File: config.mk
export PLATFORM = sky130hd
export DESIGN_NAME = best_price_tracker
export DESIGN_NICKNAME = d
export VERILOG_FILES = /design/src/verilog/order_book_pkg.sv /design/src/verilog/best_price_tracker.sv
export VERILOG_INCLUDE_DIRS = /design/src /design/src/verilog
export SDC_FILE = /design/constraint.sdc
export NUM_CORES = 1
export LEC_CHECK = 0
export ABC_AREA = 1
export ABC_CLOCK_PERIOD_IN_PS = 4450
export BUFFER_PORTS_ARGS = -buffer_cell sky130_fd_sc_hd__clkbuf_2
export CAP_MARGIN = 25
export CORE_ASPECT_RATIO = 0.9
export CORE_MARGIN = 2
export CORE_UTILIZATION = 55
export DETAILED_ROUTE_END_ITERATION = 10
export PLACE_DENSITY = 0.88
export REMOVE_ABC_BUFFERS = 1
export SLEW_MARGIN = 10
export SYNTH_ARGS = -nofsm -noshare
export SYNTH_HDL_FRONTEND = slang
export SYNTH_SLANG_ARGS = --single-unit
File: constraint.sdc
create_clock -name i_clk -period 4.45 [get_ports i_clk]
set_clock_uncertainty 0.1 [all_clocks]
set_input_delay 0.89 -clock i_clk [delete_from_list [all_inputs] [get_ports i_clk]]
set_output_delay 0.89 -clock i_clk [all_outputs]
set_load 0.02 [all_outputs]
File: src/verilog/order_book_params.svh
/* book sizes and field widths shared by every block of the order book
   depth and stock count must be powers of two for the slot and stock indexes */
`ifndef ORDER_BOOK_PARAMS_SVH
`define ORDER_BOOK_PARAMS_SVH

`define OB_NUM_STOCKS 4
`define OB_BOOK_DEPTH 8

// field widths of one order
`define OB_PRICE_W 32
`define OB_QTY_W   16
`define OB_ID_W    32

`endif

File: src/verilog/order_book_pkg.sv
/* types shared by the order book blocks, sized from the params header */
`include "order_book_params.svh"

package order_book_pkg;

    typedef logic [`OB_PRICE_W-1:0] price_t;
    typedef logic [`OB_QTY_W-1:0] qty_t;
    typedef logic [`OB_ID_W-1:0] order_id_t;
    typedef logic [$clog2(`OB_NUM_STOCKS)-1:0] stock_id_t;
    typedef logic [$clog2(`OB_BOOK_DEPTH)-1:0] slot_t;
    // one extra bit so a full side can be counted
    typedef logic [$clog2(`OB_BOOK_DEPTH+1)-1:0] count_t;

    typedef enum logic [1:0] {
        CMD_ADD      = 2'd0,
        CMD_CANCEL   = 2'd1,
        CMD_EXECUTE  = 2'd2,
        CMD_RESERVED = 2'd3
    } cmd_t;

    typedef enum logic [2:0] {
        ST_IDLE, ST_ADD, ST_SEARCH, ST_FILL, ST_SHIFT, ST_SCAN, ST_FINISH
    } ctrl_state_t;

endpackage

File: src/verilog/best_price_tracker.sv
/* IS_BID=1 keeps the highest live price, 0 the lowest; an empty side stores 0
   the stock id must not change during a scan */
`timescale 1ns/1ps
`include "order_book_params.svh"

module best_price_tracker #(
    parameter bit IS_BID = 1'b1
) (
    input  logic                      i_clk,
    input  logic                      i_reset_n,
    input  order_book_pkg::stock_id_t i_stock_id,
    input  logic                      i_scan_step,
    input  logic                      i_scan_done,
    input  logic                      i_slot_valid,
    input  order_book_pkg::price_t    i_slot_price,
    output order_book_pkg::price_t    o_best
);
    import order_book_pkg::*;

    price_t best_q [`OB_NUM_STOCKS];
    price_t acc_price;
    logic   acc_found;
    price_t acc_price_next;
    logic   acc_found_next;
    logic   better;
    price_t scan_result;

    assign better = IS_BID ? (i_slot_price > acc_price) : (i_slot_price < acc_price);

    always_comb begin
        acc_price_next = acc_price;
        acc_found_next = acc_found;
        if (i_scan_step && i_slot_valid && (!acc_found || better)) begin
            acc_price_next = i_slot_price;
            acc_found_next = 1'b1;
        end
    end

    // last slot is folded in on the done cycle
    assign scan_result = acc_found_next ? acc_price_next : '0;

    always_ff @(posedge i_clk) begin
        if (!i_reset_n) begin
            acc_found <= 1'b0;
            for (int s = 0; s < `OB_NUM_STOCKS; s++) begin
                best_q[s] <= '0;
            end
        end else if (i_scan_done) begin
            best_q[i_stock_id] <= scan_result;
            acc_found          <= 1'b0;
        end else begin
            acc_price <= acc_price_next;
            acc_found <= acc_found_next;
        end
    end

    // forward the value being stored so the top register sees it on the same edge
    assign o_best = i_scan_done ? scan_result : best_q[i_stock_id];

endmodule

==> results.md <==
• 161 — register bit total from synthesis
• 5 — first-pass iteration count of the detailed router
• 0 — antenna viol nets, final
• 9.533 um^2 — Syn Area/Cell
• sky130_fd_sc_hd__nor2_1 — most instantiated library cell after synthesis
• 0.8310 — GPL Wtd Cong
• 0.2575 — fraction of power spent switching nets
• 1,045 — first-iteration detailed-routing DRC count
• simple AND/OR/NAND/NOR gates — gate family responsible for the most delay along the worst path
• input pin to primary output — Crit Path Class
• primary output — critical path capture point type
• register to register — Worst Hold Class
• 0.9520 — Tcrit/Tclk final
• 70 — count of input and output buffers
• 4236 ps — shortest period the worst path allows
• sky130_fd_sc_hd__edfxtp_1 (54%), sky130_fd_sc_hd__nor2_1 (8.6%), sky130_fd_sc_hd__nand2_1 (4.8%), sky130_fd_sc_hd__ha_1 (4.5%), sky130_fd_sc_hd__nand2_4 (4.1%) — top cells by area in the synthesized netlist
• best_q[3][0]$_DFFE_PP_ — Crit Reg-Reg Endpoint
• 0.5448 — sequential area share after synthesis
• 0.2790 — Simple-Gate Fraction of Synth Area
• 0 — share of the synthesized netlist area taken by xor and xnor gates
• sky130_fd_sc_hd__clkbuf_16 — cell at the root of the clock tree
• 0 — share of synthesized area spent on multiplexers
• 8856 um^2 — cell area after synthesis
• 0.04521 — fraction of the mapped netlist area in adder cells
• 1,169 — Layout fillers
• sky130_fd_sc_hd__nor2_1 (203), sky130_fd_sc_hd__edfxtp_1 (160), sky130_fd_sc_hd__nand2_1 (114) — Commonest cells post-synth
• 4.299 nW — leakage
• 2.946 mW — internal power consumption
• 0 — number of violations of the max-capacitance limit
• 2 — cell count of the worst hold path
• 14,620 um — HPWL after DPL
• 23,760 um — Routed WL
• 11 — largest fanout of any net on the critical path
• 0 — number of hold violations in the final report
• 1.022 mW — Sw Pwr
• 1 — number of antenna violations at the first check in global routing
• 929 — cell count after synthesis
• 3 — buffering stage count on the worst path with inverters included
• 26 — Unique masters post-synth
• 0 — max-slew violations
• 0.5307 — worst slew slack as a fraction of its limit
• 702.3 ps — Least-Margin Pin Slew
• 0.06923 — Compound-Gate Fraction of Synth Area
• acc_price[31]$_DFFE_PP_ — startpoint of the most critical register-to-register path
• 1,064 — Final Net Count
• 440 ps — clock latency at the later pin of the worst-skew pair
• 0.2856 — combined global-route utilization of all metal layers
• finished, final reports clean — run status
• 19.66 um — wire length per cell
• 0.1988 — layout cells sized above 1
• 0.139 — proportion of power drawn by combinational gates
• 0 — number of setup violations in the final report
• done — clock tree from TritonCTS
• 124.4 um — height of the die
• 15,600 um^2 — placeable core region
• simple AND/OR/NAND/NOR gates — largest family of logic cells by synthesized area
• 71 — count of boundary I/O pins
• 14.88% — post-synthesis to final-layout area growth
• 236.0 MHz — Achievable Freq
• 17,130 um^2 — die area
• 60 ps — clock slew seen by the registers of the worst setup and hold paths
• 42 — maximum number of pins on one net before global-route repair
• 17 — number of buffers inserted during clock tree synthesis
• sky130_fd_sc_hd__edfxtp_1 — commonest register cell after synthesis
• 7,254 — vias
• false — unrepaired setup endpoints after global routing
• 0.5425 — Synth top area share
• clkbuf_2 -> ha_1 -> nand2_1 -> nor2_1 -> nand4_1 -> nor2_2 -> nand2_1 -> nand2_1 -> nand2_1 -> nand2_4 -> nand2_8 -> buf_4 -> nand2_1 -> nand4_1 -> nand2_1 -> clkbuf_2 — critical path, cell by cell
• 6.000 — via density per instance
• 160 — number of enable-type register cells in the synthesized netlist
• sky130_fd_sc_hd__ha_1 — standard cell with the maximum stage delay on the critical path
• 7,365 — via count of the first global-routing pass
• sky130_fd_sc_hd__edfxtp_1 — largest area contributor in the synthesized netlist
• 0.447 — part of the total power dissipated in sequential elements
• 2 — maximum number of buffers from clock root to sink
• 14 — cell depth of the worst flop-to-flop path
• input pin — Worst Setup Start Kind
• 3460 ps — required time of the critical path
• 0.5676 — initial standard-cell utilization of the core
• 161 — CTS sink count
• 43 — count of standard-cell rows
• 137.8 um — Die X
• 3250 ps — data arrival time of the critical path
• 547.9 ps — hold_ws
• 37,370 um — first-pass GRT wire length
• 290 ps — delay of the slowest critical-path stage
• acc_found$_SDFF_PN0_ — startpoint of the most critical hold path
• acc_found$_SDFF_PN0_ — Worst Hold End
• 0 ps — accumulated negative setup slack
• 0.6520 — utilization of the core after routing
• 0 — proportion of register bits with asynchronous set or reset after synthesis
• 4 — depth of the CTS H-tree
• sky130_fd_sc_hd__nand2_1 — most prevalent standard cell on the critical path
• 0 — # DRC
• 1570 ps — setup slack on the worst flop-to-flop path
• 0 — global route total overflow
• 0.0002915 V — worst supply voltage drop on vdd
• 390.0 nW/um^2 — cell area power density
• 0.414 — clock network fraction of design power
• 0 — Synth Warn #
-- layer usage --
metal  share of wire  global-route usage  up-vias
li1                -                   -     3283
met5               0                   0        -
met4           0.035              0.1447        0
met3            0.11             0.06878       77
met2            0.48              0.4492      532
met1            0.37              0.3672     3362
-- logic make-up (layout without fill, tap and decap cells) --
group	count (synthesis)	in the layout
DFF	161	161
adders and majority gates	32	32
other	0	1
buffers and inverters	137	214
AOI/OAI and AO/OA	113	113
and+or+nand+nor	486	486
-- state kept, by name (all words and copies together) (netlist names) --
name and cells:
acc_found 1, acc_price 32, best_q 128
-- final cells by class --
type / count / area, um^2 / share of cell area
Antenna cell: 1 / 2.502 / 0.0002460
Clock buffer: 19 / 452.9 / 0.04452
Clock inverter: 13 / 209.0 / 0.02054
Inverter: 83 / 311.5 / 0.03062
Multi-Input combinational cell: 631 / 3511 / 0.3451
Sequential cell: 161 / 4825 / 0.4742
Tap cell: 202 / 252.7 / 0.02484
Timing Repair Buffer: 99 / 609.3 / 0.05989
-- power by group through the flow --
stage | Sequential (mW) | Clock (mW) | Combinational, mW
finish | 1.77 | 1.64 | 0.551
global route | 1.78 | 1.69 | 0.599
CTS | 1.77 | 1.63 | 0.542
detailed placement | 1.80 | 0 | 0.533
global placement | 1.80 | 0 | 0.519
floorplan | 1.80 | 0 | 0.332
-- cells in the final DEF, fill, tap and decap left out, types with 2 or more instances in the layout --
cell	count
sky130_fd_sc_hd__nand2_1	114
sky130_fd_sc_hd__a21oi_1	12
sky130_fd_sc_hd__buf_12	3
sky130_fd_sc_hd__nand3_2	30
sky130_fd_sc_hd__nand2_4	31
sky130_fd_sc_hd__nand4_1	34
sky130_fd_sc_hd__bufinv_16	5
sky130_fd_sc_hd__clkinvlp_4	6
sky130_fd_sc_hd__inv_1	81
sky130_fd_sc_hd__ha_1	32
sky130_fd_sc_hd__clkbuf_2	70
sky130_fd_sc_hd__nand3_1	37
sky130_fd_sc_hd__o21ai_0	66
sky130_fd_sc_hd__clkbuf_16	17
sky130_fd_sc_hd__o22ai_1	32
sky130_fd_sc_hd__nor2_1	200
sky130_fd_sc_hd__nor2_2	4
sky130_fd_sc_hd__buf_4	25
sky130_fd_sc_hd__edfxtp_1	160
sky130_fd_sc_hd__and2_1	32
sky130_fd_sc_hd__clkbuf_8	2
-- through the flow --
stage | power (mW) | worst slack, ps | area, um^2 | instances
after global routing | 4.065 | 68.89 | 10170 | 1208
after CTS | 3.947 | 88.90 | 10150 | 1207
after detailed placement | 2.337 | 119.2 | 9484 | 1175
final | 3.967 | 213.5 | 10170 | 1209
after floorplan | 2.134 | 13.49 | 8621 | 875
after global placement | 2.319 | 195.9 | 9484 | 1175
-- worst max-delay path by stage --
stage	end	from	cells past startpoint
6_report	o_best[0]	i_slot_price[31]	16
4_1_cts	o_best[0]	i_slot_price[31]	15
3_5_place_dp	o_best[0]	i_slot_price[31]	15
5_1_grt	o_best[0]	i_slot_price[31]	16
2_1_floorplan	best_q[3][0]$_DFFE_PP_	i_reset_n	3
3_3_place_gp	o_best[0]	i_slot_price[31]	15
-- worst min-delay path, cell delays in order, from the launching register on --
cell and delay [ps]:
sky130_fd_sc_hd__dfxtp_1 350, sky130_fd_sc_hd__nor2_1 180, sky130_fd_sc_hd__nor3_1 70
-- repair_timing --
action,in CTS,in global routing
hold buffers,0,0
buffers inserted,0,1
gates resized for setup,0,4
endpoints found under the hold margin,0,0
setup endpoints to repair,0,31
No activity file was read; power rests on OpenSTA's default activity.
