File: config.mk
export PLATFORM = sky130hd
export DESIGN_NAME = order_book_ctrl
export DESIGN_NICKNAME = d
export VERILOG_FILES = /design/src/verilog/order_book_pkg.sv /design/src/verilog/order_book_ctrl.sv
export VERILOG_INCLUDE_DIRS = /design/src /design/src/verilog
export SDC_FILE = /design/constraint.sdc
export NUM_CORES = 1
export LEC_CHECK = 0
export BUFFER_PORTS_ARGS = -buffer_cell sky130_fd_sc_hd__buf_2
export CORE_AREA = 2 2 39 41
export DETAILED_ROUTE_END_ITERATION = 8
export DIE_AREA = 0 0 41 43
export PLACE_DENSITY = 0.73
export SLEW_MARGIN = 0
export SYNTH_ARGS = -nofsm -noshare
export SYNTH_HDL_FRONTEND = slang
export SYNTH_SLANG_ARGS = --single-unit
File: constraint.sdc
create_clock -name i_clk -period 1.3 [get_ports i_clk]
set_input_delay 0.325 -clock i_clk [delete_from_list [all_inputs] [get_ports i_clk]]
set_output_delay 0.325 -clock i_clk [all_outputs]
set_load 0.005 [all_outputs]
File: src/verilog/order_book_params.svh
/* book sizes and field widths shared by every block of the order book
   depth and stock count must be powers of two for the slot and stock indexes */
`ifndef ORDER_BOOK_PARAMS_SVH
`define ORDER_BOOK_PARAMS_SVH

`define OB_NUM_STOCKS 4
`define OB_BOOK_DEPTH 8

// field widths of one order
`define OB_PRICE_W 32
`define OB_QTY_W   16
`define OB_ID_W    32

`endif

File: src/verilog/order_book_pkg.sv
/* types shared by the order book blocks, sized from the params header */
`include "order_book_params.svh"

package order_book_pkg;

    typedef logic [`OB_PRICE_W-1:0] price_t;
    typedef logic [`OB_QTY_W-1:0] qty_t;
    typedef logic [`OB_ID_W-1:0] order_id_t;
    typedef logic [$clog2(`OB_NUM_STOCKS)-1:0] stock_id_t;
    typedef logic [$clog2(`OB_BOOK_DEPTH)-1:0] slot_t;
    // one extra bit so a full side can be counted
    typedef logic [$clog2(`OB_BOOK_DEPTH+1)-1:0] count_t;

    typedef enum logic [1:0] {
        CMD_ADD      = 2'd0,
        CMD_CANCEL   = 2'd1,
        CMD_EXECUTE  = 2'd2,
        CMD_RESERVED = 2'd3
    } cmd_t;

    typedef enum logic [2:0] {
        ST_IDLE, ST_ADD, ST_SEARCH, ST_FILL, ST_SHIFT, ST_SCAN, ST_FINISH
    } ctrl_state_t;

endpackage

File: src/verilog/order_book_ctrl.sv
/* command fields must stay stable from i_data_valid until o_data_valid;
   the reserved command code is never accepted */
`timescale 1ns/1ps

module order_book_ctrl (
    input  logic                 i_clk,
    input  logic                 i_reset_n,
    input  logic                 i_data_valid,
    input  order_book_pkg::cmd_t i_order_type,
    input  logic                 i_trading_logic_ready,
    input  logic                 i_match,
    input  logic                 i_fill_closes,
    input  logic                 i_last_slot,
    output logic                 o_add,
    output logic                 o_fill,
    output logic                 o_shift,
    output logic                 o_counter_clear,
    output logic                 o_counter_load,
    output logic                 o_counter_step,
    output logic                 o_scan_step,
    output logic                 o_scan_done,
    output logic                 o_curr_price_add,
    output logic                 o_curr_price_clear,
    output logic                 o_book_is_busy,
    output logic                 o_data_valid
);
    import order_book_pkg::*;

    ctrl_state_t state;
    ctrl_state_t state_next;
    logic        is_search_cmd;

    assign is_search_cmd = (i_order_type == CMD_CANCEL) || (i_order_type == CMD_EXECUTE);

    always_ff @(posedge i_clk) begin
        if (!i_reset_n) begin
            state <= ST_IDLE;
        end else begin
            state <= state_next;
        end
    end

    always_comb begin
        state_next         = state;
        o_add              = 1'b0;
        o_fill             = 1'b0;
        o_shift            = 1'b0;
        o_counter_clear    = 1'b0;
        o_counter_load     = 1'b0;
        o_counter_step     = 1'b0;
        o_scan_step        = 1'b0;
        o_scan_done        = 1'b0;
        o_curr_price_add   = 1'b0;
        o_curr_price_clear = 1'b0;
        case (state)
            ST_IDLE: begin
                if (i_data_valid && (i_order_type == CMD_ADD)) begin
                    state_next = ST_ADD;
                end else if (i_data_valid && is_search_cmd) begin
                    // search starts at slot 0
                    o_counter_clear    = 1'b1;
                    o_curr_price_clear = 1'b1;
                    state_next         = ST_SEARCH;
                end
            end
            ST_ADD: begin
                o_add            = 1'b1;
                o_curr_price_add = 1'b1;
                o_counter_clear  = 1'b1;
                state_next       = ST_SCAN;
            end
            ST_SEARCH: begin
                if (i_match && (i_order_type == CMD_EXECUTE)) begin
                    state_next = ST_FILL;
                end else if (i_match) begin
                    // park the counter on the matched slot
                    o_counter_load = 1'b1;
                    state_next     = ST_SHIFT;
                end else if (i_last_slot) begin
                    o_counter_clear = 1'b1;
                    state_next      = ST_SCAN;
                end else begin
                    o_counter_step = 1'b1;
                end
            end
            ST_FILL: begin
                if (i_fill_closes) begin
                    // order fully taken, remove it instead
                    o_counter_load = 1'b1;
                    state_next     = ST_SHIFT;
                end else begin
                    o_fill          = 1'b1;
                    o_counter_clear = 1'b1;
                    state_next      = ST_SCAN;
                end
            end
            ST_SHIFT: begin
                o_shift = 1'b1;
                if (i_last_slot) begin
                    o_counter_clear = 1'b1;
                    state_next      = ST_SCAN;
                end else begin
                    o_counter_step = 1'b1;
                end
            end
            ST_SCAN: begin
                o_scan_step = 1'b1;
                if (i_last_slot) begin
                    o_scan_done = 1'b1;
                    state_next  = ST_FINISH;
                end else begin
                    o_counter_step = 1'b1;
                end
            end
            ST_FINISH: begin
                if (i_trading_logic_ready) begin
                    state_next = ST_IDLE;
                end
            end
            default: begin
                state_next = ST_IDLE;
            end
        endcase
    end

    assign o_book_is_busy = (state != ST_IDLE) && (state != ST_FINISH);
    assign o_data_valid   = (state == ST_FINISH);

    a_valid_not_busy: assert property (@(posedge i_clk) disable iff (!i_reset_n)
        !(o_data_valid && o_book_is_busy));

endmodule

==> results of run 1 <==
## worst max-delay path by stage
stage	startpoint	end	slack, ps
floorplan	state[0]	o_counter_clear	-120
global placement	i_order_type[0]	o_counter_clear	-280
detailed placement	i_order_type[0]	o_counter_clear	-280
CTS	state[0]	o_counter_clear	-470
global route	state[0]	o_counter_clear	-510
finish	state[0]	o_counter_clear	-470
## worst max-delay path: stages, from the launching register on
cell and delay, ps:
dfxtp_4 350, nor3b_1 130, a311o_1 330, a311o_1 270, buf_2 130
## cell families (layout without fill, tap and decap cells)
group                      Yosys count  count (layout)
and+or+nand+nor                     28              28
AOI/OAI and AO/OA                   15              15
buffers and inverters                7              50
DFF                                  3               3
adders and majority gates            2               2
muxes                                1               1
## metrics by stage
step | cell area, um2 | hold WS (ps) | setup TNS, ps | util
3_3_place_gp | 658 | 587 | -1260 | 0.476
2_1_floorplan | 443 | 434 | -126 | -
4_1_cts | 793 | 339 | -2480 | 0.573
3_5_place_dp | 658 | 582 | -1360 | 0.476
5_1_grt | 866 | 374 | -3330 | 0.626
6_report | 866 | 353 | -2630 | 0.626
## power breakdown
part | switching, mW | total, mW | internal (mW)
registers | 0.0810 | 0.250 | 0.169
clock network | 0.0452 | 0.160 | 0.115
logic | 0.593 | 1.49 | 0.892
## synth_stat cells
cell type,instances
nand2_1,4
inv_1,3
o21ai_0,1
nor2_1,3
nand2b_1,3
buf_4,2
dfxtp_1,3
a311o_1,2
nand3b_1,3
a21oi_1,4
a2bb2oi_2,1
o2111ai_1,1
buf_2,2
o31a_1,1
a211o_1,1
nor2b_1,2
nor3b_1,3
o21a_1,1
and3b_1,1
and2_1,3
nand4bb_1,1
or2_2,1
nor3_2,1
ha_1,2
o32ai_1,1
o211a_1,1
mux2i_1,1
o211ai_1,1
or3b_1,1
or3_1,2
## timing repair
| action | in CTS | in global routing |
|---|---|---|
| buffers inserted | 7 | 2 |
| gates resized for setup | 15 | 13 |
| pin swaps | 7 | 7 |
| setup endpoints to repair | 13 | 14 |
## cell usage in the layout, fill, tap and decap left out, drive strengths merged
master / count
a211o: 1
a21oi: 4
a2bb2oi: 1
a311o: 2
and2: 3
and3b: 1
buf: 43
clkbuf: 4
dfxtp: 3
ha: 2
inv: 3
mux2i: 1
nand2: 4
nand2b: 3
nand3b: 3
nand4bb: 1
nor2: 3
nor2b: 2
nor3: 1
nor3b: 3
o2111ai: 1
o211a: 1
o211ai: 1
o21a: 1
o21ai: 1
o31a: 1
o32ai: 1
or2: 1
or3: 2
or3b: 1
## cell type report
type                       count  share of cell area
multi-input combinational     46               0.496
timing repair buffer          43               0.355
sequential                     3              0.0824
clock buffer                   4              0.0303
tap                           16              0.0231
inverter                       3              0.0130
## layer usage
layer,global-route usage,vias to the layer above
li1,-,291
met4,0.100,0
met1,0.188,272
met3,0.0314,2
met2,0.350,23
met5,0,-
==> metrics.yaml, run 1 <==
status:
  status: "finished, violations left"
  violations: "setup timing"
synthesis:
  synth_top_family_by_area: "simple AND/OR/NAND/NOR gates"
  synth_area_per_cell_um2: 7.69
  synthXorXnorAreaFrac: 0
  synthTopCellsByArea: "dfxtp_1 (14%), ha_1 (5.8%), nand3b_1 (5.2%)"
  syn_inst: 56
  ys_types: 30
  ys_warn_count: 0
  ys_seq_elements: 3
  synth_fa_ha_area_frac: 0.0581
  syn_nets: 67
  synth_top_area_share: 0.140
  synth_area_um2: 430
  synth_top_area_cell: "dfxtp_1"
  yosysSeqAreaShare: 0.140
  synth_compound_area_frac: 0.279
  yosys-mux-area-fraction: 0.0233
  synth-simple-area-share: 0.416
clock_network:
  cts-htree-levels: 1
  cts_buffer_depth: 2
  cts_hold_buf: 0
  cts_tree: "done"
  clock_sinks: 3
  cts_root_buffer: "clkbuf_4"
  clk_pin_slew_ps: 40
  insertion_delay_ps: 230
  cts_made_buffers: 3
layout:
  fin_cells: 115
  reg_top3: "state x3"
  fill_cells: 123
  area.sequential_um2: 71.3
  layout.nets: 111
  synthToLayoutAreaGrowth_pct: 101
  top_register: "state"
  largest_reg_flops: 3
  antenna_cells: 0
  multiInputGateArea_um2: 429
  drive_above_1_share: 0.657
routing:
  highest_layer: "met4"
  drt_iter0_drc: 22
  vias: 588
  vias_per_cell: 5.11
  wl_mm: 1.56
  drc: 0
  wl_per_cell_um: 13.6
  met2_length_um: 915
  wl_met3_um: 72
  met1_length_um: 562
  drtAntennaViolNets: 0
  dr.pass1.iters: 4
sta:
  final_max_slew_viol_count: 0
  max_freq_ghz: 0.565
  hold_violations: 0
  clock_skew_ps: 2.18
  grt_setup_unrepaired: "yes"
  finalSetupViolCount: 13
  worstMarginPinSlew_ps: 189
  fin_crit_ps: 1770
  worst_slack_ps: -470
  slew_headroom: 0.870
  min_period_over_period: 1.36
setup_path:
  criticalPathCategory: "reg2out"
  regToRegSetupSlack_ps: -150
  path_max_fanout: 6
  rr_worst_depth: 5
  crit_arrival_ps: 1450
  startpoint_type: "flop"
  required_ps: 980
  rr_endpoint: "state[1]"
  endpoint_kind: "output port"
  timing.rr.start: "state[1]"
global_route:
  grt_pass1_wl_mm: 2.24
  grt_antenna_before_repair: 0
  grt_pass1_vias: 536
  grt_usage: 0.192
  grt_max_degree: 10
  grt_overflow: 0
placed_design:
  io_buffers: 20
  gp_congestion: 0.863
  dp_cells: 104
  hpwlAfterDp_um: 936
  preCtsSetupSlack_ps: -282
hold_path:
  holdPathEnd: "state[2]"
  holdCritStartpoint: "i_reset_n"
  hold_path_class: "in2reg"
  whs_path_depth: 3
floorplan:
  coreArea_um2: 1380
  die_w_um: 41
  dieArea_um2: 1760
  die_h_um: 43
  io_pins: 21
  start_util: 0.311
  row_count: 14
power:
  vdd_drop_max_mv: 1.20
  leakage_nw: 0.419
  power_density_nw_per_um2: 2190
  finalPower_mw: 1.90
run:
  maxCapViolations: 0
(Power assumes the default switching activity.)
==> inputs of run 2 (changes only) <==
- CAP_MARGIN: default -> 25
- REMOVE_ABC_BUFFERS: default -> 1
==> metrics.yaml, run 2 (synthesis results as in run 1) <==
status:
  status: "finished, violations left"
  violations: "setup timing"
sta:
  final_max_slew_viol_count: 0
  fin_crit_ps: 1780
  finalSetupViolCount: 11
  worst_slack_ps: -478
  min_period_over_period: 1.37
  hold_violations: 0
  max_freq_ghz: 0.562
  hold_ws_ps: 348
  setup_tns_ps: -2320
  worstMarginPinSlew_ps: 250
  slew_headroom: 0.834
  clock_skew_ps: 0.155
  grt_setup_unrepaired: "yes"
power:
  power_density_nw_per_um2: 1950
  vdd_drop_max_mv: 1.28
  leakage_nw: 0.390
routing:
  drc: 0
  vias_per_cell: 4.95
  drt_iter0_drc: 8
  drtAntennaViolNets: 0
  wl_mm: 1.28
  dr.pass1.iters: 4
  vias: 554
  wl_per_cell_um: 11.4
floorplan:
  die_w_um: 41
  row_count: 14
  start_util: 0.311
  dieArea_um2: 1760
  die_h_um: 43
  coreArea_um2: 1380
  io_pins: 21
layout:
  antenna_cells: 0
  final_cell_mix: "buf_2 (20), buf_4 (19), nand2_1 (4), a21oi_1 (4)"
  layout.nets: 108
  reg_top3: "state x3"
  top_register: "state"
  synthToLayoutAreaGrowth_pct: 79.1
  final_common_cell: "buf_2"
  drive_above_1_share: 0.594
  largest_reg_flops: 3
setup_path:
  path_max_fanout: 7
  required_ps: 980
  path_cells: "nor3b_1, a311o_1, a311o_1, buf_2"
  crit_path_start: "state[0]"
  criticalPathCategory: "reg2out"
  slowest_delay_ps: 340
  endpoint_kind: "output port"
  startpoint_type: "flop"
  crit_arrival_ps: 1450
  timing.rr.start: "state[0]"
  critPathMostFrequentCell: "a311o_1"
  cp_num_buf_inv: 1
  cp_top_family: "compound AO/OA/AOI/OAI gates"
  crit_slowest_cell: "dfxtp_2"
run:
  maxCapViolations: 0
clock_network:
  cts-htree-levels: 1
  cts_tree: "done"
  cts_hold_buf: 0
  clock_sinks: 3
  clk_pin_slew_ps: 30
  cts_made_buffers: 3
  cts_buffer_depth: 2
  insertion_delay_ps: 230
  cts_root_buffer: "clkbuf_4"
global_route:
  grt_pass1_wl_mm: 2.02
  grt_max_degree: 10
  grt_antenna_before_repair: 0
  grt_pass1_vias: 499
  grt_overflow: 0
  grt_usage: 0.160
hold_path:
  holdCritStartpoint: "i_reset_n"
  hold_path_class: "in2reg"
placed_design:
  gp_congestion: 0.843
  hpwlAfterDp_um: 970
  io_buffers: 20
## run 2: changes by cell type in the layout (fill, tap and decap cells not counted), sizes merged
cell / previous run / this run
buf: 43 / 40
## run 2: through the flow
stage               std cells  power, mW  setup WS, ps  instance area [um2]   util
floorplan                  52      0.717          -312                  405      -
global placement          106       1.17          -318                  661  0.477
detailed placement        106       1.20          -322                  661  0.477
CTS                       111       1.45          -479                  732  0.529
global route              112       1.61          -530                  771  0.557
finish                    112       1.50          -478                  771  0.557
## run 2: final timing paths
kind         slack [ps]              end  cells after the start
max                -480  o_counter_clear                      4
min                 350         state[2]                      3
max reg2reg         -60         state[1]                      4
min reg2reg         540         state[2]                      2
## run 2: cell type report
cell class,instances,area (um2)
fill,137,613
multi-input combinational,46,390
timing repair buffer,40,254
sequential,3,68.8
clock buffer,4,26.3
tap,16,20.0
inverter,3,11.3
## run 2: report_power, final
part           switching, mW  leakage, nW  internal [mW]
logic                  0.462        0.349          0.631
registers             0.0865       0.0264          0.163
clock network         0.0446       0.0150          0.115
total                  0.593        0.390          0.909
## run 2: per-layer routing
metal  GRT usage  wire length (um)  vias to the layer above
li1            -                 -                      284
met1       0.211               558                      256
met2       0.256               674                       14
met3           0                44                        0
met4      0.0800                 0                        0
met5           0                 0                        -
## run 2: worst register-to-register path, delay by kind of cell, from the launching register on
family,cells,cell delay [ps]
AOI/OAI and AO/OA,2,390
buffers and inverters,1,170
DFF,1,340
and+or+nand+nor,1,390
## run 2: timing repair
item,4_1_cts,5_1_grt
setup buffers,1,1
endpoints found under the setup margin,14,12
pin swaps,5,2
resized for setup,11,6
gates cloned,0,0
==> inputs of run 3 (changes only) <==
==> constraint.sdc (replaced) <==
create_clock -name i_clk -period 1.3 [get_ports i_clk]
set_input_delay 0.195 -clock i_clk [delete_from_list [all_inputs] [get_ports i_clk]]
set_output_delay 0.195 -clock i_clk [all_outputs]
set_load 0.005 [all_outputs]
==> metrics.yaml, run 3 (synthesis results as in run 1) <==
run:
  maxCapViolations: 0
layout:
  multiInputGateArea_um2: 368
  reg_top3: "state x3"
  final_common_cell: "buf_2"
  final_cell_mix: "buf_2 (19), buf_4 (13), buf_6 (5)"
  final_cell_area_um2: 746
  fill_cells: 135
  fin_cells: 109
  area.sequential_um2: 71.3
  top_register: "state"
  antenna_cells: 0
  largest_reg_flops: 3
  final_util: 0.539
  drive_above_1_share: 0.548
  layout.nets: 105
  synthToLayoutAreaGrowth_pct: 73.3
setup_path:
  crit_arrival_ps: 1440
  cp_top_family: "simple AND/OR/NAND/NOR gates"
  startpoint_type: "flop"
  required_ps: 1110
  cp_num_buf_inv: 1
  endpoint_kind: "output port"
  slowest_delay_ps: 410
  crit_slowest_cell: "or3_4"
  path_max_fanout: 6
  path_cells: "or3_4, nor3_4, a311o_1, buf_2"
  criticalPathCategory: "reg2out"
routing:
  drt_iter0_drc: 4
  drc: 0
  wl_mm: 1.27
  vias: 565
  vias_per_cell: 5.18
  dr.pass1.iters: 4
  wl_per_cell_um: 11.7
  drtAntennaViolNets: 0
sta:
  min_period_over_period: 1.26
  grt_setup_unrepaired: "yes"
  slew_headroom: 0.796
  max_freq_ghz: 0.612
  clock_skew_ps: 0.487
  worst_slack_ps: -335
  worstMarginPinSlew_ps: 305
  hold_violations: 0
  final_max_slew_viol_count: 0
  finalSetupViolCount: 10
  fin_crit_ps: 1630
  hold_ws_ps: 224
  setup_tns_ps: -1340
power:
  swShare: 0.375
  internal-power_mw: 1.04
  combPwrFrac: 0.754
  vdd_drop_max_mv: 1.46
  leakage_nw: 0.374
  power_density_nw_per_um2: 2230
  switchingPower_mw: 0.622
  seq_power_share: 0.151
  finalPower_mw: 1.66
  pwr-share-clk: 0.096
floorplan:
  die_w_um: 41
  coreArea_um2: 1380
  start_util: 0.311
  io_pins: 21
  die_h_um: 43
  dieArea_um2: 1760
  row_count: 14
global_route:
  grt_max_degree: 9
  grt_overflow: 0
  grt_usage: 0.187
  grt_pass1_wl_mm: 2.23
  grt_antenna_before_repair: 0
  grt_pass1_vias: 536
status:
  status: "finished, violations left"
  violations: "setup timing"
clock_network:
  cts_root_buffer: "clkbuf_4"
  cts_made_buffers: 3
  cts_buffer_depth: 2
  insertion_delay_ps: 230
  cts-htree-levels: 1
  clock_sinks: 3
  cts_tree: "done"
  clk_pin_slew_ps: 30
placed_design:
  dp_cells: 100
  io_buffers: 20
  place_area_um2: 616
  hpwlAfterDp_um: 950
  gp_congestion: 0.871
  preCtsSetupSlack_ps: -176
hold_path:
  hold_path_class: "in2reg"
[run 3: layer usage]
metal | GRT usage | vias to the layer above | part of all wire
li1 | - | 280 | -
met2 | 0.300 | 18 | 0.50
met1 | 0.202 | 261 | 0.42
met4 | 0.120 | 0 | 0.031
met5 | 0 | - | 0
met3 | 0.0471 | 6 | 0.042
[run 3: path summary, 6_finish.rpt]
path                                start              end  slack, ps  cells past startpoint
worst max-delay path             state[2]  o_counter_clear       -330                      4
worst min-delay path            i_reset_n         state[2]        220                      3
worst max register to register   state[0]         state[1]       -130                      5
worst min register to register   state[1]         state[2]        540                      2
[run 3: area by class of cell]
cell class,count,area share
multi-input cells,46,0.493
repair buffers,37,0.334
flip-flops and latches,3,0.0956
clock buffers,4,0.0352
well taps,16,0.0268
inverters,3,0.0151
[run 3: timing repair]
item                       in CTS  in global routing
setup buffers                   4                  1
hold buffers                    0                  0
resized for setup              12                  5
pin swaps                       5                  5
setup endpoints to repair      12                 12
[run 3: power by group through the flow]
stage	Clock, mW	Sequential, mW	Combinational, mW
floorplan	0	0.260	0.456
global placement	0	0.208	0.988
detailed placement	0	0.219	1.00
CTS	0.167	0.240	1.17
global route	0.192	0.269	1.36
finish	0.159	0.250	1.25
[run 3: tightest hold or removal path, stage by stage]
cell	delay [ps]
buf_2	130
nand2_1	60
a21oi_1	30
