$ cat config.mk
export PLATFORM = sky130hd
export DESIGN_NAME = slot_scan_counter
export DESIGN_NICKNAME = d
export VERILOG_FILES = /design/src/verilog/order_book_pkg.sv /design/src/verilog/slot_scan_counter.sv
export VERILOG_INCLUDE_DIRS = /design/src /design/src/verilog
export SDC_FILE = /design/constraint.sdc
export NUM_CORES = 1
export LEC_CHECK = 0
export BUFFER_PORTS_ARGS = -buffer_cell sky130_fd_sc_hd__buf_4
export CAP_MARGIN = 20
export CORE_AREA = 10 10 47 49
export CTS_CLUSTER_SIZE = 8
export DETAILED_ROUTE_END_ITERATION = 8
export DIE_AREA = 0 0 57 59
export GPL_TIMING_DRIVEN = 0
export PLACE_DENSITY_LB_ADDON = 0.3
export SYNTH_ARGS = -nofsm -noshare
export SYNTH_HDL_FRONTEND = slang
export SYNTH_SLANG_ARGS = --single-unit
export TNS_END_PERCENT = 1
$ cat constraint.sdc
create_clock -name i_clk -period 1 [get_ports i_clk]
set_input_delay 0.2 -clock i_clk [delete_from_list [all_inputs] [get_ports i_clk]]
set_output_delay 0.2 -clock i_clk [all_outputs]
set_load 0.005 [all_outputs]
$ cat src/verilog/order_book_params.svh
/* book sizes and field widths shared by every block of the order book
   depth and stock count must be powers of two for the slot and stock indexes */
`ifndef ORDER_BOOK_PARAMS_SVH
`define ORDER_BOOK_PARAMS_SVH

`define OB_NUM_STOCKS 4
`define OB_BOOK_DEPTH 8

// field widths of one order
`define OB_PRICE_W 32
`define OB_QTY_W   16
`define OB_ID_W    32

`endif

$ cat src/verilog/order_book_pkg.sv
/* types shared by the order book blocks, sized from the params header */
`include "order_book_params.svh"

package order_book_pkg;

    typedef logic [`OB_PRICE_W-1:0] price_t;
    typedef logic [`OB_QTY_W-1:0] qty_t;
    typedef logic [`OB_ID_W-1:0] order_id_t;
    typedef logic [$clog2(`OB_NUM_STOCKS)-1:0] stock_id_t;
    typedef logic [$clog2(`OB_BOOK_DEPTH)-1:0] slot_t;
    // one extra bit so a full side can be counted
    typedef logic [$clog2(`OB_BOOK_DEPTH+1)-1:0] count_t;

    typedef enum logic [1:0] {
        CMD_ADD      = 2'd0,
        CMD_CANCEL   = 2'd1,
        CMD_EXECUTE  = 2'd2,
        CMD_RESERVED = 2'd3
    } cmd_t;

    typedef enum logic [2:0] {
        ST_IDLE, ST_ADD, ST_SEARCH, ST_FILL, ST_SHIFT, ST_SCAN, ST_FINISH
    } ctrl_state_t;

endpackage

$ cat src/verilog/slot_scan_counter.sv
/* clear wins over load, load wins over step; stepping stops at the last slot */
`timescale 1ns/1ps
`include "order_book_params.svh"

module slot_scan_counter (
    input  logic                  i_clk,
    input  logic                  i_reset_n,
    input  logic                  i_clear,
    input  logic                  i_load,
    input  order_book_pkg::slot_t i_load_value,
    input  logic                  i_step,
    output order_book_pkg::slot_t o_index,
    output logic                  o_last
);
    import order_book_pkg::*;

    always_ff @(posedge i_clk) begin
        if (!i_reset_n || i_clear) begin
            o_index <= '0;
        end else if (i_load) begin
            o_index <= i_load_value;
        end else if (i_step) begin
            o_index <= o_index + slot_t'(1);
        end
    end

    assign o_last = (o_index == slot_t'(`OB_BOOK_DEPTH - 1));

    a_no_wrap: assert property (@(posedge i_clk) disable iff (!i_reset_n)
        i_step && !i_clear && !i_load |-> !o_last);

endmodule

==> results.py, run 1 <==
metrics = {
    "run_status": {
        "status": "complete, but fails checks",
        "violations": "negative setup slack",
    },
    "global_route": {
        "busiest_layer": "met4",
        "grtUsageTotal": 0.03247,
        "grt_util_met2": 0.03411,
        "grt_overflow": 0,
        "grt_pass1_vias": 207,
        "antenna_found_initial": 0,
        "grt_max_degree": 5,
        "met1_usage": 0.03222,
        "groute.layer.met3.usage": 0.03004,
        "grt_pass1_wl_um": 793,
    },
    "critical_path": {
        "rrSetupSlack_ps": -70,
        "cp_data_required_time_ps": 800,
        "cpMaxStageDelayCell": "dfxtp_4",
        "slowest_delay_ps": 340,
        "critPathKind": "reg -> out",
        "crit_fanout": 2,
        "cp-start-kind": "flop",
        "r2r_end": "o_index[2]",
        "crit_chain": "ha_4 > ha_4 > buf_6",
        "arrival_ps": 980,
        "cp-end-kind": "output pin",
        "r2r_cells": 4,
        "r2r_start": "o_index[0]",
        "cpMostUsedCell": "ha_4",
    },
    "final_layout": {
        "top_register": "o_index",
        "final_common_cell": "buf_4",
        "largest_reg_flops": 3,
        "final_cell_mix": "11 x buf_4, 3 x nor2b_1, 3 x clkbuf_4",
        "finalNetCount": 43,
        "drive_gt1_frac": 0.6250,
        "largest_registers": "o_index x3",
        "area_growth_pct": 100.0,
        "final_cells": 48,
        "num_antenna_cells": 0,
    },
    "route": {
        "ant_nets": 0,
        "drt_pre_antenna_iters": 1,
        "routed_wl_um": 485,
        "vias_per_cell": 3.563,
        "drcViolationCount": 0,
        "vias": 171,
        "initialDrtViolationCount": 0,
        "wl_per_cell_um": 10.10,
    },
    "clock_tree": {
        "clock_sinks": 3,
        "hold_buffers": 0,
        "cts_buffers": 3,
        "cts.reportedPaths.clkPinSlew_ps": 40,
        "clockBufferDepth": 2,
        "cts_tree": "yes",
        "insertion_delay_ps": 230,
        "cts-htree-levels": 1,
        "clk_root_buffer_cell": "clkbuf_4",
    },
    "floorplan": {
        "die_area_um2": 3363,
        "start_util": 0.1214,
        "core-area_um2": 1401,
        "io_pins": 12,
        "die_y_um": 59,
        "rows": 14,
        "die_x_um": 57,
    },
    "synthesis": {
        "synth_nets": 26,
        "ys_types": 9,
        "syn_inst": 16,
        "ys_seq_area_frac": 0.3529,
        "synthTopCellsByArea": "dfxtp_1 35%, ha_1 15%, mux2i_1 12%",
        "synthesis.area_um2": 170.2,
        "synth_top_area_cell": "dfxtp_1",
        "synth_seq_cells": 3,
        "avgSynthCellArea_um2": 10.64,
        "synth_top_area_share": 0.3529,
        "synth_warnings": 0,
    },
    "placed_design": {
        "globalplace.congestion": 0.5768,
        "place_inst": 43,
        "io_buffers": 11,
        "pre_cts_ws_ps": -85.53,
    },
    "timing": {
        "final.min_clock_period_ps": 1176,
        "rsz0062_at_grt": "true",
        "fin_worst_skew_ps": 0.6225,
        "fin_ws_ps": -175.7,
        "period_share": 1.176,
        "worstMarginPinSlew_ps": 189.7,
        "relSlewSlack": 0.8726,
        "fmax_ghz": 0.8505,
        "drv_slew": 0,
        "setup_viol": 3,
        "finalHoldViolCount": 0,
    },
    "worst_hold_path": {
        "hold_path_startpoint": "i_clear",
        "min_to": "o_index[0]",
        "hold_path_depth": 3,
        "hold_class": "in -> reg",
    },
    "power": {
        "p_per_area_nw_per_um2": 1215,
        "ir_worst_vdd_mv": 0.4226,
        "p_leak_nw": 0.1493,
        "finalPower_uw": 413.5,
    },
    "flow_run": {
        "maxCapViolCount": 0,
    },
}
-- area by class of cell --
class,count,area (µm²)
fill,159,1061
multi-input combinational,12,131.4
timing repair buffer,12,93.84
sequential,3,65.06
clock buffer,4,26.28
tap,16,20.02
inverter,1,3.754
-- worst max path at each step --
stage	start	to	slack (ps)
2_1_floorplan	o_index[0]	o_index[2]	-40
3_3_place_gp	o_index[0]	o_index[2]	-70
3_5_place_dp	o_index[0]	o_index[2]	-90
4_1_cts	o_index[0]	o_last	-190
5_1_grt	o_index[0]	o_last	-200
6_report	o_index[0]	o_last	-180
-- critical path: cells and delay by family (launching register included) --
family,cells,cell delay [ps]
fa+ha+maj,2,290
buf+inv,1,100
flops,1,340
-- layer usage --
layer,vias up,part of all wire
met4,0,0
li1,90,-
met1,69,0.47
met3,0,0.18
met2,12,0.35
met5,-,0
-- through the flow --
step                      area [µm²]  TNS [ps]  hold slack, ps    util
after detailed placement       300.3    -85.53           521.8  0.2143
after CTS                      340.3    -318.7           271.9  0.2429
after global placement         300.3    -73.54           515.2  0.2143
after global routing           340.3    -386.0           302.6  0.2429
after floorplan                197.7    -40.89           382.0       -
final                          340.3    -280.2           279.0  0.2429
-- cell families (layout without fill, tap and decap cells) --
family          count (synthesis)  in the layout  share of synthesized area
fa+ha+maj                       2              2                     0.1470
flops                           3              3                     0.3530
buf+inv                         1             17                    0.02204
compound gates                  3              3                     0.1617
mux                             2              2                     0.1177
simple gates                    4              4                     0.1471
xor+xnor                        1              1                    0.05148
-- where the power goes --
group | internal (mW) | switching (mW) | total, mW
logic | 0.0434 | 0.0241 | 0.0675
registers | 0.126 | 0.00669 | 0.132
clock network | 0.150 | 0.0640 | 0.214
-- timing repair --
item | CTS | global route
pin swaps | 1 | 0
gates resized for setup | 2 | 0
endpoints found under the setup margin | 2 | 3
buffers inserted | 1 | 0
endpoints found under the hold margin | 0 | 0
-- synth_stat cells --
library cell	instances
a211oi_1	2
a211oi_2	1
dfxtp_1	3
ha_1	2
inv_1	1
mux2i_1	2
nand2b_1	1
nor2b_1	3
xnor2_1	1
(Power assumes the default switching activity.)
==> run 2: changes to the inputs <==
--- a/config.mk
+++ b/config.mk
@@ -14,6 +14,7 @@
 export DIE_AREA = 0 0 57 59
 export GPL_TIMING_DRIVEN = 0
 export PLACE_DENSITY_LB_ADDON = 0.3
+export SETUP_SLACK_MARGIN = 0.4
 export SYNTH_ARGS = -nofsm -noshare
 export SYNTH_HDL_FRONTEND = slang
 export SYNTH_SLANG_ARGS = --single-unit
==> results.py, run 2 (synthesis gave the netlist of run 1 again) <==
metrics = {
    "critical_path": {
        "cp-end-kind": "output pin",
        "arrival_ps": 980,
        "cp_data_required_time_ps": 800,
        "crit_fanout": 3,
        "cp-start-kind": "flop",
        "critPathKind": "reg -> out",
    },
    "clock_tree": {
        "cts-htree-levels": 1,
        "clockBufferDepth": 2,
        "insertion_delay_ps": 230,
        "hold_buffers": 0,
        "clk_root_buffer_cell": "clkbuf_4",
        "cts_tree": "yes",
        "clock_sinks": 3,
        "cts.reportedPaths.clkPinSlew_ps": 40,
        "cts_buffers": 3,
    },
    "timing": {
        "period_share": 1.179,
        "fin_ws_ps": -178.9,
        "relSlewSlack": 0.8701,
        "finalHoldViolCount": 0,
        "drv_slew": 0,
        "fin_worst_skew_ps": 1.641,
        "rsz0062_at_grt": "true",
        "worstMarginPinSlew_ps": 193.4,
        "fmax_ghz": 0.8482,
        "setup_viol": 3,
        "hold_slack_ps": 277.4,
        "final.min_clock_period_ps": 1179,
    },
    "floorplan": {
        "die_y_um": 59,
        "core-area_um2": 1401,
        "rows": 14,
        "die_area_um2": 3363,
        "start_util": 0.1214,
        "io_pins": 12,
        "die_x_um": 57,
    },
    "power": {
        "p_leak_nw": 0.1501,
        "p_int_uw": 319.9,
        "switchingPower_uw": 96.50,
        "p_comb_frac": 0.165,
        "netSwitchingFraction": 0.2317,
        "p_per_area_nw_per_um2": 1210,
        "finalPower_uw": 416.4,
        "ir_worst_vdd_mv": 0.4253,
        "p_seq_frac": 0.319,
        "clkPwrFrac": 0.516,
    },
    "route": {
        "vias_per_cell": 3.625,
        "routed_wl_um": 484,
        "drcViolationCount": 0,
        "initialDrtViolationCount": 0,
        "wl_per_cell_um": 10.08,
        "ant_nets": 0,
        "drt_pre_antenna_iters": 1,
        "vias": 174,
    },
    "flow_run": {
        "maxCapViolCount": 0,
    },
    "final_layout": {
        "fin_util": 0.2455,
        "largest_reg_flops": 3,
        "top_register": "o_index",
        "largest_registers": "o_index x3",
        "area_growth_pct": 102.2,
        "final_cell_mix": "10 x buf_4, 3 x nor2b_1, 3 x clkbuf_4",
        "finalNetCount": 43,
        "final_common_cell": "buf_4",
        "drive_gt1_frac": 0.6250,
        "num_antenna_cells": 0,
    },
    "global_route": {
        "grt_overflow": 0,
        "antenna_found_initial": 0,
        "grt_pass1_wl_um": 793,
        "grt_pass1_vias": 207,
        "grt_max_degree": 5,
        "grtUsageTotal": 0.03247,
    },
    "worst_hold_path": {
        "hold_class": "in -> reg",
    },
    "placed_design": {
        "pre_cts_ws_ps": -85.53,
        "globalplace.congestion": 0.5768,
        "io_buffers": 11,
    },
    "run_status": {
        "status": "complete, but fails checks",
        "violations": "negative setup slack",
    },
}
run 2: repair_timing:
item | 4_1_cts | 5_1_grt
buffers inserted | 1 | 0
pin swaps | 3 | 1
resized for setup | 2 | 1
cloned | 0 | 0
setup endpoints to repair | 7 | 7
run 2: worst max-delay path: stages, from the launching register on:
cell,delay [ps]
dfxtp_2,330
ha_4,160
ha_4,140
buf_6,100
run 2: cell type report:
class                      count  area [µm²]
tap                           16       20.02
multi-input combinational     12       131.4
timing repair buffer          12       97.59
sequential                     3       65.06
fill                         159        1057
clock buffer                   4       26.28
inverter                       1       3.754
run 2: final timing paths:
| path | start | end | slack [ps] | depth (start not counted) |
|---|---|---|---|---|
| max | o_index[1] | o_last | -180 | 3 |
| min | i_clear | o_index[0] | 280 | 3 |
| max reg2reg | o_index[1] | o_index[2] | -70 | 4 |
| min reg2reg | o_index[1] | o_index[1] | 610 | 2 |
run 2: layer usage:
metal / vias up / routed length (µm) / track usage
li1: 90 / - / -
met2: 12 / 169 / 0.03411
met4: 0 / 0 / 0.04027
met1: 72 / 224 / 0.03222
met5: - / 0 / 0
met3: 0 / 89 / 0.03004
run 2: power by group through the flow:
stage | clock (mW) | sequential, mW | combinational [mW]
after floorplan | 0 | 0.137 | 0.0266
after global placement | 0 | 0.137 | 0.0630
after detailed placement | 0 | 0.137 | 0.0646
after CTS | 0.228 | 0.133 | 0.0694
after global routing | 0.231 | 0.134 | 0.0770
final | 0.215 | 0.133 | 0.0687
run 2: metrics by stage:
step	area, µm²	TNS [ps]	instances
after floorplan	197.7	-40.89	16
after global placement	300.3	-73.54	43
after detailed placement	300.3	-85.53	43
after CTS	340.3	-318.7	48
after global routing	344.1	-386.0	48
final	344.1	-287.1	48
==> run 3: changes to the inputs <==
--- a/config.mk
+++ b/config.mk
@@ -6,6 +6,7 @@
 export SDC_FILE = /design/constraint.sdc
 export NUM_CORES = 1
 export LEC_CHECK = 0
+export ABC_AREA = 1
 export BUFFER_PORTS_ARGS = -buffer_cell sky130_fd_sc_hd__buf_4
 export CAP_MARGIN = 20
 export CORE_AREA = 10 10 47 49
==> results.py, run 3 <==
metrics = {
    "timing": {
        "relSlewSlack": 0.8808,
        "final.min_clock_period_ps": 1176,
        "worstMarginPinSlew_ps": 178.1,
        "fmax_ghz": 0.8505,
        "fin_tns_setup_ps": -256.5,
        "hold_slack_ps": 228.5,
        "fin_ws_ps": -175.8,
        "finalHoldViolCount": 0,
        "fin_worst_skew_ps": 0.9969,
        "setup_viol": 4,
        "rsz0062_at_grt": "true",
        "drv_slew": 0,
        "period_share": 1.176,
    },
    "final_layout": {
        "final_common_cell": "buf_4",
        "multi_input_area_um2": 136.4,
        "final_cell_mix": "12 x buf_4, 9 x nand2_1, 5 x inv_1",
        "final_cells": 60,
        "largest_registers": "o_index x3",
        "top_register": "o_index",
        "finalNetCount": 55,
        "nFillCells": 164,
        "num_antenna_cells": 0,
        "area_growth_pct": 106.2,
        "drive_gt1_frac": 0.5455,
        "largest_reg_flops": 3,
        "seq_area_um2": 68.82,
    },
    "floorplan": {
        "rows": 14,
        "start_util": 0.1286,
        "die_y_um": 59,
        "io_pins": 12,
        "core-area_um2": 1401,
        "die_x_um": 57,
        "die_area_um2": 3363,
    },
    "run_status": {
        "status": "complete, but fails checks",
        "violations": "negative setup slack",
    },
    "synthesis": {
        "synth_seq_cells": 3,
        "synth_top_area_cell": "dfxtp_1",
        "async_flop_share": 0,
        "synthesis.area_um2": 180.2,
        "synth-edff-count": 0,
        "yosys-top-cells-count": "9 x nand2_1, 5 x inv_1, 5 x nand3_1, 3 x dfxtp_1, 2 x ha_1",
        "synth_warnings": 0,
        "yosysMostFrequentCell": "nand2_1",
        "synth_flop_cell": "dfxtp_1",
        "avgSynthCellArea_um2": 6.673,
        "ys_seq_area_frac": 0.3333,
        "ys_types": 8,
        "synth_top_area_share": 0.3333,
        "synthTopCellsByArea": "dfxtp_1 33%, nand2_1 19%, ha_1 14%",
        "syn_inst": 27,
        "synth_nets": 37,
    },
    "worst_hold_path": {
        "min_to": "o_index[2]",
        "hold_path_startpoint": "i_clear",
        "hold_class": "in -> reg",
        "hold_path_depth": 4,
    },
    "clock_tree": {
        "clk_root_buffer_cell": "clkbuf_4",
        "insertion_delay_ps": 230,
        "clockBufferDepth": 2,
        "clock_sinks": 3,
        "cts.reportedPaths.clkPinSlew_ps": 40,
        "cts_buffers": 3,
        "cts-htree-levels": 1,
        "cts_tree": "yes",
    },
    "critical_path": {
        "cp-start-kind": "flop",
        "rrSetupSlack_ps": -30,
        "cpMostUsedCell": "ha_4",
        "crit_chain": "ha_4 > ha_4 > buf_6",
        "r2r_start": "o_index[1]",
        "cp_data_required_time_ps": 800,
        "cpMaxStageDelayCell": "dfxtp_4",
        "critPathTopFamily": "flip-flops",
        "crit_fanout": 2,
        "slowest_delay_ps": 340,
        "arrival_ps": 980,
        "critPathKind": "reg -> out",
        "r2r_cells": 6,
        "cp_num_buf_inv": 1,
        "cp-end-kind": "output pin",
        "r2r_end": "o_index[2]",
    },
    "power": {
        "p_per_area_nw_per_um2": 1083,
        "ir_worst_vdd_mv": 0.4255,
        "finalPower_uw": 402.4,
        "switchingPower_uw": 89.86,
        "p_seq_frac": 0.317,
        "p_int_uw": 312.6,
        "p_comb_frac": 0.170,
        "p_leak_nw": 0.2000,
        "netSwitchingFraction": 0.2233,
        "clkPwrFrac": 0.513,
    },
    "global_route": {
        "grt_pass1_wl_um": 993,
        "grt_overflow": 0,
        "antenna_found_initial": 0,
        "grtUsageTotal": 0.03805,
        "grt_pass1_vias": 257,
        "grt_max_degree": 6,
    },
    "route": {
        "drcViolationCount": 0,
        "vias_per_cell": 3.717,
        "drt_pre_antenna_iters": 3,
        "initialDrtViolationCount": 5,
        "wl_per_cell_um": 9.083,
        "routed_wl_um": 545,
        "ant_nets": 0,
        "vias": 223,
    },
    "placed_design": {
        "io_buffers": 11,
        "pre_cts_ws_ps": -31.94,
        "globalplace.congestion": 0.5997,
        "place_inst": 54,
    },
    "flow_run": {
        "maxCapViolCount": 0,
    },
}
[run 3: cell types whose count changed in the layout (fill, tap and decap cells not counted), sizes merged, moves of 2 or more]
| cell | change |
|---|---|
| nor2 | +2 |
| nor2b | -3 |
| inv | +4 |
| mux2i | -2 |
| nand3 | +5 |
| nand2 | +9 |
| a211oi | -3 |
[run 3: cell type report]
| cell class | instances | area share |
|---|---|---|
| clock buffers | 4 | 0.07071 |
| well taps | 16 | 0.05387 |
| inverters | 5 | 0.05051 |
| flip-flops and latches | 3 | 0.1852 |
| multi-input cells | 19 | 0.3670 |
| repair buffers | 13 | 0.2727 |
[run 3: per-layer routing]
| metal | part of all wire | global-route usage | vias to the layer above |
|---|---|---|---|
| met1 | 0.44 | 0.03805 | 94 |
| met3 | 0.11 | 0.03219 | 0 |
| met5 | 0 | 0 | - |
| li1 | - | - | 118 |
| met4 | 0 | 0.02013 | 0 |
| met2 | 0.45 | 0.05426 | 11 |
[run 3: power groups by stage]
stage,logic (mW),clock network [mW],registers (mW)
2_1_floorplan,0.0243,0,0.134
3_3_place_gp,0.0624,0,0.134
3_5_place_dp,0.0620,0,0.134
4_1_cts,0.0696,0.221,0.127
5_1_grt,0.0771,0.242,0.128
6_report,0.0686,0.206,0.127
[run 3: timing repair]
action / 4_1_cts / 5_1_grt
setup endpoints to repair: 7 / 7
hold buffers: 0 / 0
pin swaps: 3 / 3
setup buffers: 2 / 0
resized for setup: 4 / 1
[run 3: worst max-delay path by stage]
stage               slack [ps]         end  cells after the start        from
floorplan                   20  o_index[2]                      6  o_index[1]
global placement           -30  o_index[2]                      6  o_index[0]
detailed placement         -30  o_index[2]                      6  o_index[0]
CTS                       -190      o_last                      3  o_index[0]
global route              -210      o_last                      3  o_index[0]
finish                    -180      o_last                      3  o_index[1]
[run 3: per-stage QoR]
step	area (µm²)	utilization
finish	371.6	0.2652
CTS	370.4	0.2643
detailed placement	315.3	0.2250
floorplan	212.7	-
global route	371.6	0.2652
global placement	315.3	0.2250
[run 3: cell families after synthesis]
logic type    after synthesis  synth area share
fa+ha+maj                   2            0.1389
flops                       3            0.3333
simple gates               17            0.4236
buf+inv                     5            0.1042
[run 3: worst min-delay path, cell delays in order]
cell and delay (ps):
buf_4 70, nor2_1 50, nand2_1 60, inv_1 30
